## config.mk

```make
export PLATFORM = sky130hd
export DESIGN_NAME = alu
export DESIGN_NICKNAME = d
export VERILOG_FILES = /design/src/core_pkg.sv /design/src/alu.sv
export VERILOG_INCLUDE_DIRS = /design/src
export SDC_FILE = /design/constraint.sdc
export NUM_CORES = 1
export LEC_CHECK = 0
export BUFFER_PORTS_ARGS = -buffer_cell sky130_fd_sc_hd__buf_2
export CAP_MARGIN = 25
export CORE_MARGIN = 2
export CORE_UTILIZATION = 25
export CTS_CLUSTER_SIZE = 8
export DETAILED_ROUTE_END_ITERATION = 12
export GPL_TIMING_DRIVEN = 0
export PLACE_DENSITY = 0.38
export RECOVER_POWER = 100
export SYNTH_ARGS = -nofsm -noshare
export SYNTH_HDL_FRONTEND = slang
export SYNTH_SLANG_ARGS = --single-unit
```

## constraint.sdc

```tcl
create_clock -name clk -period 6.02 [get_ports clk]
set_clock_uncertainty 0.05 [all_clocks]
set_input_delay 0.301 -clock clk [delete_from_list [all_inputs] [get_ports clk]]
set_output_delay 0.301 -clock clk [all_outputs]
set_load 0.01 [all_outputs]
```

## src/cpu_defs.svh

```systemverilog
`ifndef CPU_DEFS_SVH
`define CPU_DEFS_SVH

`default_nettype none

// datapath word and register width
`define DATA_W 16
// register index width, sixteen registers
`define REG_AW 4

// memory word-index widths, 256 words each
`define IMEM_AW 8
`define DMEM_AW 8

// fetch address out of reset
`define RESET_PC 16'h0000

// bit positions inside the 3-bit flag vector
`define FLAG_Z 2
`define FLAG_V 1
`define FLAG_N 0

`default_nettype wire

`endif

```

## src/core_pkg.sv

```systemverilog
`default_nettype none

package core_pkg;

	// operation performed by the ALU
	typedef enum logic [2:0] {
		ALU_ADD,
		ALU_SUB,
		ALU_XOR,
		ALU_AND,
		ALU_OR,
		ALU_SLL,
		ALU_SRA,
		ALU_ROR
	} alu_op_t;

	// source of the register-file write data
	typedef enum logic [1:0] {
		// ALU result
		WB_ALU,
		// data memory load
		WB_MEM,
		// LLB / LHB byte merge
		WB_BYTE,
		// return address, PC+2
		WB_PCS
	} wb_src_t;

endpackage

`default_nettype wire

```

## src/alu.sv

```systemverilog
`include "cpu_defs.svh"
`timescale 1ns/10ps
`default_nettype none

module alu (
	input  logic                clk,
	input  logic                reset,
	input  core_pkg::alu_op_t   op,
	input  logic [`DATA_W-1:0]  a,
	input  logic [`DATA_W-1:0]  b,
	input  logic [2:0]          flag_write_en,
	output logic [`DATA_W-1:0]  result,
	output logic [2:0]          flags
);
	import core_pkg::*;

	logic [`DATA_W-1:0]   sum;
	logic [`DATA_W-1:0]   diff;
	logic                 add_ovf;
	logic                 sub_ovf;
	logic [`DATA_W-1:0]   max_pos;
	logic [`DATA_W-1:0]   max_neg;
	logic [3:0]           shamt;
	logic [2*`DATA_W-1:0] rot;
	logic                 ovf;

	// saturation limits, 0x7FFF and 0x8000
	assign max_pos = {1'b0, {(`DATA_W-1){1'b1}}};
	assign max_neg = {1'b1, {(`DATA_W-1){1'b0}}};

	assign sum  = a + b;
	assign diff = a - b;

	// signed overflow from the operand and result signs
	assign add_ovf = (a[`DATA_W-1] == b[`DATA_W-1]) && (sum[`DATA_W-1] != a[`DATA_W-1]);
	assign sub_ovf = (a[`DATA_W-1] != b[`DATA_W-1]) && (diff[`DATA_W-1] != a[`DATA_W-1]);

	// shift amount is always the low nibble of b
	assign shamt = b[3:0];

	// doubled word shifted right gives the rotation in the low half
	assign rot = {a, a} >> shamt;

	always_comb begin
		ovf = 1'b0;
		case (op)
			ALU_ADD: begin
				ovf    = add_ovf;
				result = add_ovf ? (a[`DATA_W-1] ? max_neg : max_pos) : sum;
			end
			ALU_SUB: begin
				ovf    = sub_ovf;
				result = sub_ovf ? (a[`DATA_W-1] ? max_neg : max_pos) : diff;
			end
			ALU_XOR: result = a ^ b;
			ALU_AND: result = a & b;
			ALU_OR:  result = a | b;
			ALU_SLL: result = a << shamt;
			ALU_SRA: result = $signed(a) >>> shamt;
			ALU_ROR: result = rot[`DATA_W-1:0];
			default: result = '0;
		endcase
	end

	// each flag only moves when its enable is set
	always_ff @(posedge clk) begin
		if (reset) begin
			flags <= 3'b000;
		end else begin
			if (flag_write_en[`FLAG_Z]) begin
				flags[`FLAG_Z] <= (result == '0);
			end
			if (flag_write_en[`FLAG_V]) begin
				flags[`FLAG_V] <= ovf;
			end
			// N follows the saturated value
			if (flag_write_en[`FLAG_N]) begin
				flags[`FLAG_N] <= result[`DATA_W-1];
			end
		end
	end

endmodule

`default_nettype wire

```

==> impl_metrics.yaml, run 1 <==
run_status:
  status: "finished clean"
yosys:
  synth_area_leaders: "mux4_2 (13%), ha_1 (13%), a21oi_1 (4.8%)"
  synth_seq_area_share_pct: 1.25
  synth_cell_type_count: 81
  yosysWarnings: 0
  synth_most_common_cell: "nor2_1"
  yosysTopAreaCell: "mux4_2"
  netlist_top_cells_count: "nor2_1 (57), nand2_1 (52), ha_1 (48)"
  syn_area_mm2: 0.00479
  synth_top_area_share_pct: 13.2
  synth-seq-cells: 3
  synth_edf_count: 0
  syn_avg_cell_area_um2: 7.60
  netlist_instances: 630
  syn_nets: 721
  ys_async_sr_fraction_pct: 0
  dominantRegCellSynth: "dfxtp_1"
layout:
  final_cells: 920
  drive_gt1_share_pct: 19.7
  finalCoreUtilization_pct: 28.9
  final_nets: 778
  area_growth_pct: 13.2
  regMostFlops: "flags"
  reg_top3: "flags: 3 flops"
  stdcell_area_mm2: 0.00542
  diodes: 0
  largest_reg_flops: 3
clock_network:
  cts_setup_buffers: 0
  cts_buffers: 3
  post_cts_resize_count: 4
  clk_path_buf_depth: 2
  hold_buffers: 0
  clk_root_buffer_cell: "clkbuf_16"
  htree_levels: 1
  clk_pin_slew_ns: 0.03
  cts_tree: "yes"
  numClockSinks: 3
  clk_latency_ns: 0.23
sta:
  fin_crit_ns: 5.76
  worstMarginPinSlew_ns: 1.02
  setup_viol: 0
  rsz0062_at_grt: "false"
  fin_crit_sh_pct: 95.7
  slew-limit-headroom_pct: 31.7
  slew_violations: 0
  finalSetupTns_ns: 0
  setup_ws_ns: 0.259
  fmax_mhz: 174
  timing.final.hold_violations: 0
hold_path:
  hold_depth: 2
  hold_end: "flags[1]"
  hp-class: "in2reg"
  hp-start: "reset"
grt:
  grt_pass1_vias: 5297
  antenna_found_initial: 0
  grt_overflow_total: 0
  grt_max_degree: 13
  grt_first_pass_wirelength_mm: 34.0
  grtUsageTotal_pct: 22.0
placement:
  dpl.cell_count: 920
  dp_hpwl_mm: 18.3
  placed_area_mm2: 0.00536
  post-place-ws_ns: -0.720
  port_buffers: 56
  gp_congestion: 0.950
setup_path:
  arrival_ns: 5.41
  worstPathRequired_ns: 5.67
  path_cells: "buf_2 -> clkbuf_1 -> inv_1 -> ha_1 -> nor3_1 -> nor2_1 -> a21oi_1 -> a41oi_2 -> o21bai_1 -> a21oi_1 -> o21bai_1 -> a21oi_1 -> fa_1 -> nand3_1 -> and3_1 -> clkbuf_1 -> clkbuf_2 -> a311oi_1 -> nand4_1 -> a21oi_1 -> a21oi_1 -> clkbuf_2"
  startpoint_type: "input pin"
  slowest_delay_ns: 0.52
  r2r-start: "flags[0]"
  cp_common_cell: "a21oi_1"
  path_max_fanout: 10
  worst-r2r-setup-slack_ns: 5.31
  path_class: "in2out"
  reg2reg_depth: 2
  r2r_end: "flags[0]"
  cp_slowest_cell: "fa_1"
  endpoint_kind: "output pin"
detailed_routing:
  firstDrtPassIters: 5
  vias: 5474
  routed_wl_mm: 22.5
  post-route-drc-count: 0
  post_drt_wl_per_cell_um: 24.5
  first_iter_violations: 625
  final_antenna_net_count: 0
  via_per_inst: 5.95
floorplanning:
  io_pins: 59
  rows: 50
  die_area_mm2: 0.0203
  start_util_pct: 25.5
  coreArea_mm2: 0.0188
  die_h_um: 142
  die_w_um: 142
job:
  cap_viol_max_count: 0
power_and_ir_drop:
  leakage_nw: 2.23
  ir_worst_vdd_uv: 60.0
  powerDensity_mw_per_mm2: 124
## layer usage
layer  part of all wire (%)  track usage [%]
met5                      0                0
met4                    2.7             5.78
met3                    6.0             2.19
met2                     44             34.8
met1                     47             31.9
## how the worst max path moves through the flow
| stage | end | startpoint |
|---|---|---|
| global route | result[13] | b[2] |
| CTS | result[13] | b[2] |
| finish | result[13] | a[5] |
| detailed placement | flags[2] | b[2] |
| global placement | flags[2] | b[2] |
| floorplan | flags[2] | b[2] |
## critical path, delay by kind of cell
| family | cells | cell delay [ns] |
|---|---|---|
| compound gates | 9 | 1.79 |
| buf+inv | 6 | 1.37 |
| simple gates | 5 | 0.97 |
| fa+ha+maj | 2 | 0.96 |
## stage by stage
step	hold WS, ns	total power, mW
6_report	0.219	0.671
5_1_grt	0.243	0.718
4_1_cts	0.219	0.668
3_5_place_dp	0.393	0.556
3_3_place_gp	0.398	0.559
2_1_floorplan	0.320	0.380
## cell usage in the layout, fill, tap and decap left out, drive strengths merged, types with 4 or more instances in the layout
cell type   n
mux2        9
xnor2      17
a21oi      48
o221ai      4
a21o        8
o211ai      6
a311oi      7
o21a        6
and3        4
o21bai      5
inv        46
buf        72
nor2b      10
o21ai      23
and2        5
nor3       15
clkbuf     44
nand4       9
or3         4
nand3      15
a211oi     22
o31a        4
nand2b      5
mux4       34
ha         48
a22oi       5
nor2       57
o22ai      12
o31ai       7
a31oi       4
mux2i      19
nor4        5
nand2      52
## area by class of cell
class                   count  area [um2]
clock buffers               4        78.8
inverters                  46         173
flip-flops and latches      3        60.1
multi-input cells         521        4280
well taps                 234         293
fillers                  2075       13300
repair buffers             56         267
plain buffers              56         273
## cells by family after synthesis
kind of cell	count (synthesis)	synth area share, %
compound gates	196	29.5
simple gates	193	19.8
buf+inv	106	9.59
mux	62	22.5
fa+ha+maj	51	13.8
xor+xnor	19	3.47
flops	3	1.25
## where the power goes
part,leakage [nW],switching [mW],internal [mW]
clock,0.0382,0.0191,0.0875
sequential,0.0244,0.000318,0.0208
combinational,2.17,0.341,0.202
No activity file was read; power rests on OpenSTA's default activity.
==> run 2, diff against run 1 <==
--- a/config.mk
+++ b/config.mk
@@ -6,7 +6,7 @@
 export SDC_FILE = /design/constraint.sdc
 export NUM_CORES = 1
 export LEC_CHECK = 0
-export BUFFER_PORTS_ARGS = -buffer_cell sky130_fd_sc_hd__buf_2
+export BUFFER_PORTS_ARGS = -buffer_cell sky130_fd_sc_hd__clkbuf_2
 export CAP_MARGIN = 25
 export CORE_MARGIN = 2
 export CORE_UTILIZATION = 25
==> impl_metrics.yaml, run 2 (same netlist as run 1, synthesis figures left out) <==
detailed_routing:
  post-route-drc-count: 0
  first_iter_violations: 443
  final_antenna_net_count: 0
  via_per_inst: 5.90
  vias: 5438
  post_drt_wl_per_cell_um: 24.1
  routed_wl_mm: 22.2
  firstDrtPassIters: 5
power_and_ir_drop:
  internal_power_uw: 309
  power_frac_seq_pct: 3.2
  netSwitchingFraction_pct: 53.6
  combPwrFrac_pct: 81.0
  switching_power_uw: 357
  leakage_nw: 2.23
  ir_worst_vdd_uv: 58.7
  powerDensity_mw_per_mm2: 123
  clockPowerShare_pct: 15.9
sta:
  setup_viol: 0
  fmax_mhz: 174
  fin_crit_ns: 5.75
  timing.final.hold_violations: 0
  fin_crit_sh_pct: 95.5
  slew_violations: 0
  rsz0062_at_grt: "false"
  holdWs_ns: 0.236
  worstMarginPinSlew_ns: 0.957
  slew-limit-headroom_pct: 36.0
clock_network:
  clk_latency_ns: 0.22
  cts_setup_buffers: 0
  clk_root_buffer_cell: "clkbuf_16"
  cts_buffers: 3
  clk_pin_slew_ns: 0.03
  clk_path_buf_depth: 2
  htree_levels: 1
  numClockSinks: 3
  cts_tree: "yes"
placement:
  dpl.cell_count: 920
  placed_area_mm2: 0.00536
  port_buffers: 56
  gp_congestion: 0.943
  dp_hpwl_mm: 18.1
floorplanning:
  start_util_pct: 25.5
  die_h_um: 142
  die_w_um: 142
  io_pins: 59
  rows: 50
  coreArea_mm2: 0.0188
  die_area_mm2: 0.0203
hold_path:
  hp-class: "in2reg"
grt:
  antenna_found_initial: 0
  grt_first_pass_wirelength_mm: 33.2
  grt_overflow_total: 0
  grtUsageTotal_pct: 21.5
  grt_max_degree: 21
  grt_pass1_vias: 5294
layout:
  stdcell_area_mm2: 0.00542
  num-fill-cells: 2097
  final_common_cell: "nor2_1"
  regMostFlops: "flags"
  layout_common_cells: "nor2_1 (57), nand2_1 (51), ha_1 (48)"
  final_nets: 779
  diodes: 0
  area_growth_pct: 13.1
  drive_gt1_share_pct: 19.2
  largest_reg_flops: 3
  reg_top3: "flags: 3 flops"
  final_cells: 921
setup_path:
  worstPathRequired_ns: 5.67
  path_max_fanout: 10
  endpoint_kind: "output pin"
  arrival_ns: 5.40
  path_class: "in2out"
  startpoint_type: "input pin"
job:
  cap_viol_max_count: 0
run_status:
  status: "finished clean"
run 2: changes by cell type in the layout (fill, tap and decap cells not counted), sizes merged:
cell,previous run,this run
clkbuf,44,89
buf,72,28
run 2: layout make-up:
type	count	area, um2	share of cell area, %
multi-input combinational	521	4280	78.9
inverter	46	173	3.19
clock buffer	4	78.8	1.45
tap	234	293	5.40
buffer	57	277	5.10
sequential	3	60.1	1.11
timing repair buffer	56	263	4.85
run 2: power by group through the flow:
| stage | combinational (mW) | sequential, mW | clock, mW |
|---|---|---|---|
| finish | 0.539 | 0.0212 | 0.106 |
| global route | 0.583 | 0.0212 | 0.111 |
| CTS | 0.535 | 0.0212 | 0.107 |
| detailed placement | 0.533 | 0.0215 | 0 |
| global placement | 0.538 | 0.0214 | 0 |
| floorplan | 0.358 | 0.0217 | 0 |
run 2: critical path, stage by stage:
cell	delay [ns]
clkbuf_2	0.14
clkbuf_1	0.40
inv_1	0.16
ha_1	0.45
nor3_1	0.39
nor2_1	0.08
a21oi_1	0.28
a41oi_2	0.24
o21bai_1	0.28
a21oi_1	0.11
o21bai_1	0.15
a21oi_1	0.11
fa_1	0.52
nand3_1	0.10
and3_1	0.20
clkbuf_1	0.20
clkbuf_2	0.29
a311oi_1	0.37
nand4_1	0.19
a21oi_1	0.15
a21oi_1	0.08
clkbuf_2	0.20
run 2: worst paths after layout:
check	start	end	slack, ns	cells past startpoint
max	a[5]	result[13]	0.27	22
min	reset	flags[1]	0.24	2
max reg2reg	flags[0]	flags[0]	5.27	2
min reg2reg	flags[2]	flags[2]	0.41	2
run 2: stage by stage:
stage	util, %	TNS [ns]	power (mW)	setup WS [ns]
floorplan	-	0	0.380	1.27
global placement	28.6	-5.62	0.559	-0.769
detailed placement	28.6	-4.55	0.554	-0.671
CTS	29.0	0	0.663	0.155
global route	28.9	0	0.715	0.0134
finish	28.9	0	0.666	0.273
run 2: layer usage:
metal	global-route usage [%]	part of all wire, %
met3	2.89	7.3
met1	30.9	46
met2	34.6	45
met5	0	0
met4	4.43	2.1
run 2: timing repair:
item                       in CTS  in global routing
resized for setup               3                  2
setup endpoints to repair      13                  8
hold buffers                    0                  0
cloned                          0                  0
==> run 3, diff against run 2 <==
--- a/config.mk
+++ b/config.mk
@@ -8,12 +8,14 @@
 export LEC_CHECK = 0
 export BUFFER_PORTS_ARGS = -buffer_cell sky130_fd_sc_hd__clkbuf_2
 export CAP_MARGIN = 25
+export CELL_PAD_IN_SITES_DETAIL_PLACEMENT = 0
+export CELL_PAD_IN_SITES_GLOBAL_PLACEMENT = 1
 export CORE_MARGIN = 2
 export CORE_UTILIZATION = 25
 export CTS_CLUSTER_SIZE = 8
 export DETAILED_ROUTE_END_ITERATION = 12
 export GPL_TIMING_DRIVEN = 0
-export PLACE_DENSITY = 0.38
+export PLACE_DENSITY = 0.48
 export RECOVER_POWER = 100
 export SYNTH_ARGS = -nofsm -noshare
 export SYNTH_HDL_FRONTEND = slang
==> impl_metrics.yaml, run 3 (same netlist as run 1, synthesis figures left out) <==
sta:
  worstMarginPinSlew_ns: 0.936
  fin_crit_sh_pct: 92.8
  slew_violations: 0
  fmax_mhz: 179
  timing.final.hold_violations: 0
  rsz0062_at_grt: "false"
  slew-limit-headroom_pct: 36.7
  setup_viol: 0
  fin_crit_ns: 5.58
clock_network:
  htree_levels: 1
  clk_root_buffer_cell: "clkbuf_16"
  clk_latency_ns: 0.22
  clk_path_buf_depth: 2
  numClockSinks: 3
  hold_buffers: 0
  clk_pin_slew_ns: 0.03
  cts_setup_buffers: 0
  cts_buffers: 3
  cts_tree: "yes"
placement:
  port_buffers: 56
  dpl.cell_count: 920
  dp_hpwl_mm: 18.8
  gp_congestion: 0.915
job:
  cap_viol_max_count: 0
power_and_ir_drop:
  netSwitchingFraction_pct: 54.0
  switching_power_uw: 364
  power_frac_seq_pct: 3.1
  combPwrFrac_pct: 81.3
  ir_worst_vdd_uv: 54.4
  total_power_uw: 674
  powerDensity_mw_per_mm2: 124
  internal_power_uw: 310
  leakage_nw: 2.25
  clockPowerShare_pct: 15.6
setup_path:
  endpoint_kind: "output pin"
  worst-r2r-setup-slack_ns: 5.30
  cp_common_cell: "a21oi_1"
  slowest_delay_ns: 0.52
  r2r-start: "flags[0]"
  reg2reg_depth: 2
  worstPathRequired_ns: 5.67
  path_class: "in2out"
  startpoint: "a[1]"
  path_cells: "clkbuf_2 -> clkbuf_1 -> inv_1 -> ha_1 -> o21bai_1 -> nand2_1 -> nand4_1 -> a41oi_2 -> o21bai_1 -> a21oi_1 -> o21bai_1 -> a21oi_1 -> fa_1 -> nand3_1 -> and3_1 -> clkbuf_1 -> clkbuf_2 -> a311oi_1 -> nand4_1 -> a21oi_1 -> a21oi_1 -> clkbuf_1"
  startpoint_type: "input pin"
  arrival_ns: 5.23
  r2r_end: "flags[0]"
  path_max_fanout: 10
  cp-endpoint: "result[13]"
  cp_slowest_cell: "fa_1"
detailed_routing:
  post_drt_wl_per_cell_um: 25.3
  vias: 5510
  first_iter_violations: 470
  final_antenna_net_count: 0
  firstDrtPassIters: 6
  post-route-drc-count: 0
  routed_wl_mm: 23.2
  via_per_inst: 5.99
layout:
  layout_common_cells: "nor2_1 (57), nand2_1 (52), clkbuf_2 (48), ha_1 (48), a21oi_1 (46)"
  regMostFlops: "flags"
  final_nets: 778
  area_growth_pct: 13.3
  largest_reg_flops: 3
  final_common_cell: "nor2_1"
  reg_top3: "flags: 3 flops"
  diodes: 0
  drive_gt1_share_pct: 19.8
  num-fill-cells: 2090
  final_cells: 920
floorplanning:
  io_pins: 59
  die_area_mm2: 0.0203
  die_h_um: 142
  start_util_pct: 25.5
  die_w_um: 142
  rows: 50
  coreArea_mm2: 0.0188
grt:
  grt_overflow_total: 0
  grt_max_degree: 21
  grtUsageTotal_pct: 22.7
  grt_pass1_vias: 5425
  antenna_found_initial: 0
  grt_first_pass_wirelength_mm: 34.8
hold_path:
  hp-start: "reset"
  hp-class: "in2reg"
run_status:
  status: "finished clean"
## run 3: changes by cell type in the layout (fill, tap and decap cells not counted), sizes merged
cell and delta:
buf -1
## run 3: worst min path at each step
stage	to	cells after the start
finish	flags[1]	2
global route	flags[0]	2
CTS	flags[1]	2
detailed placement	flags[2]	2
global placement	flags[2]	2
floorplan	flags[1]	1
## run 3: final cells by class
| cell class | count | area, um2 | share of cell area (%) |
|---|---|---|---|
| Clock buffer | 4 | 78.8 | 1.45 |
| Tap cell | 234 | 293 | 5.39 |
| Buffer | 56 | 277 | 5.09 |
| Timing Repair Buffer | 56 | 267 | 4.91 |
| Inverter | 46 | 175 | 3.23 |
| Sequential cell | 3 | 60.1 | 1.11 |
| Multi-Input combinational cell | 521 | 4280 | 78.8 |
## run 3: through the flow
stage	cell area [um2]	hold slack, ns	utilization, %	setup slack (ns)	TNS, ns
final	5430	0.232	28.9	0.436	0
after global routing	5430	0.247	28.9	0.0534	0
after CTS	5450	0.229	29.0	0.0339	0
after detailed placement	5360	0.399	28.6	-0.846	-5.36
after global placement	5360	0.399	28.6	-0.930	-6.61
after floorplan	4790	0.320	-	1.27	0
## run 3: critical path, delay by kind of cell
family	cells	cell delay, ns
simple gates	5	0.90
buf+inv	6	1.42
compound gates	9	1.70
fa+ha+maj	2	0.90
## run 3: power by group through the flow
stage / Clock [mW] / Combinational, mW / Sequential, mW
finish: 0.105 / 0.548 / 0.0211
global route: 0.108 / 0.590 / 0.0211
CTS: 0.106 / 0.544 / 0.0211
detailed placement: 0 / 0.541 / 0.0214
global placement: 0 / 0.546 / 0.0214
floorplan: 0 / 0.358 / 0.0217
## run 3: repair_timing
action / CTS / global route
setup endpoints to repair: 13 / 13
pin swaps: 1 / 1
gates resized for setup: 4 / 6
## run 3: metal layers
layer	wire [um]	track usage [%]
met5	0	0
met1	10400	31.6
met4	792	7.24
met2	10600	36.6
met3	1470	2.62
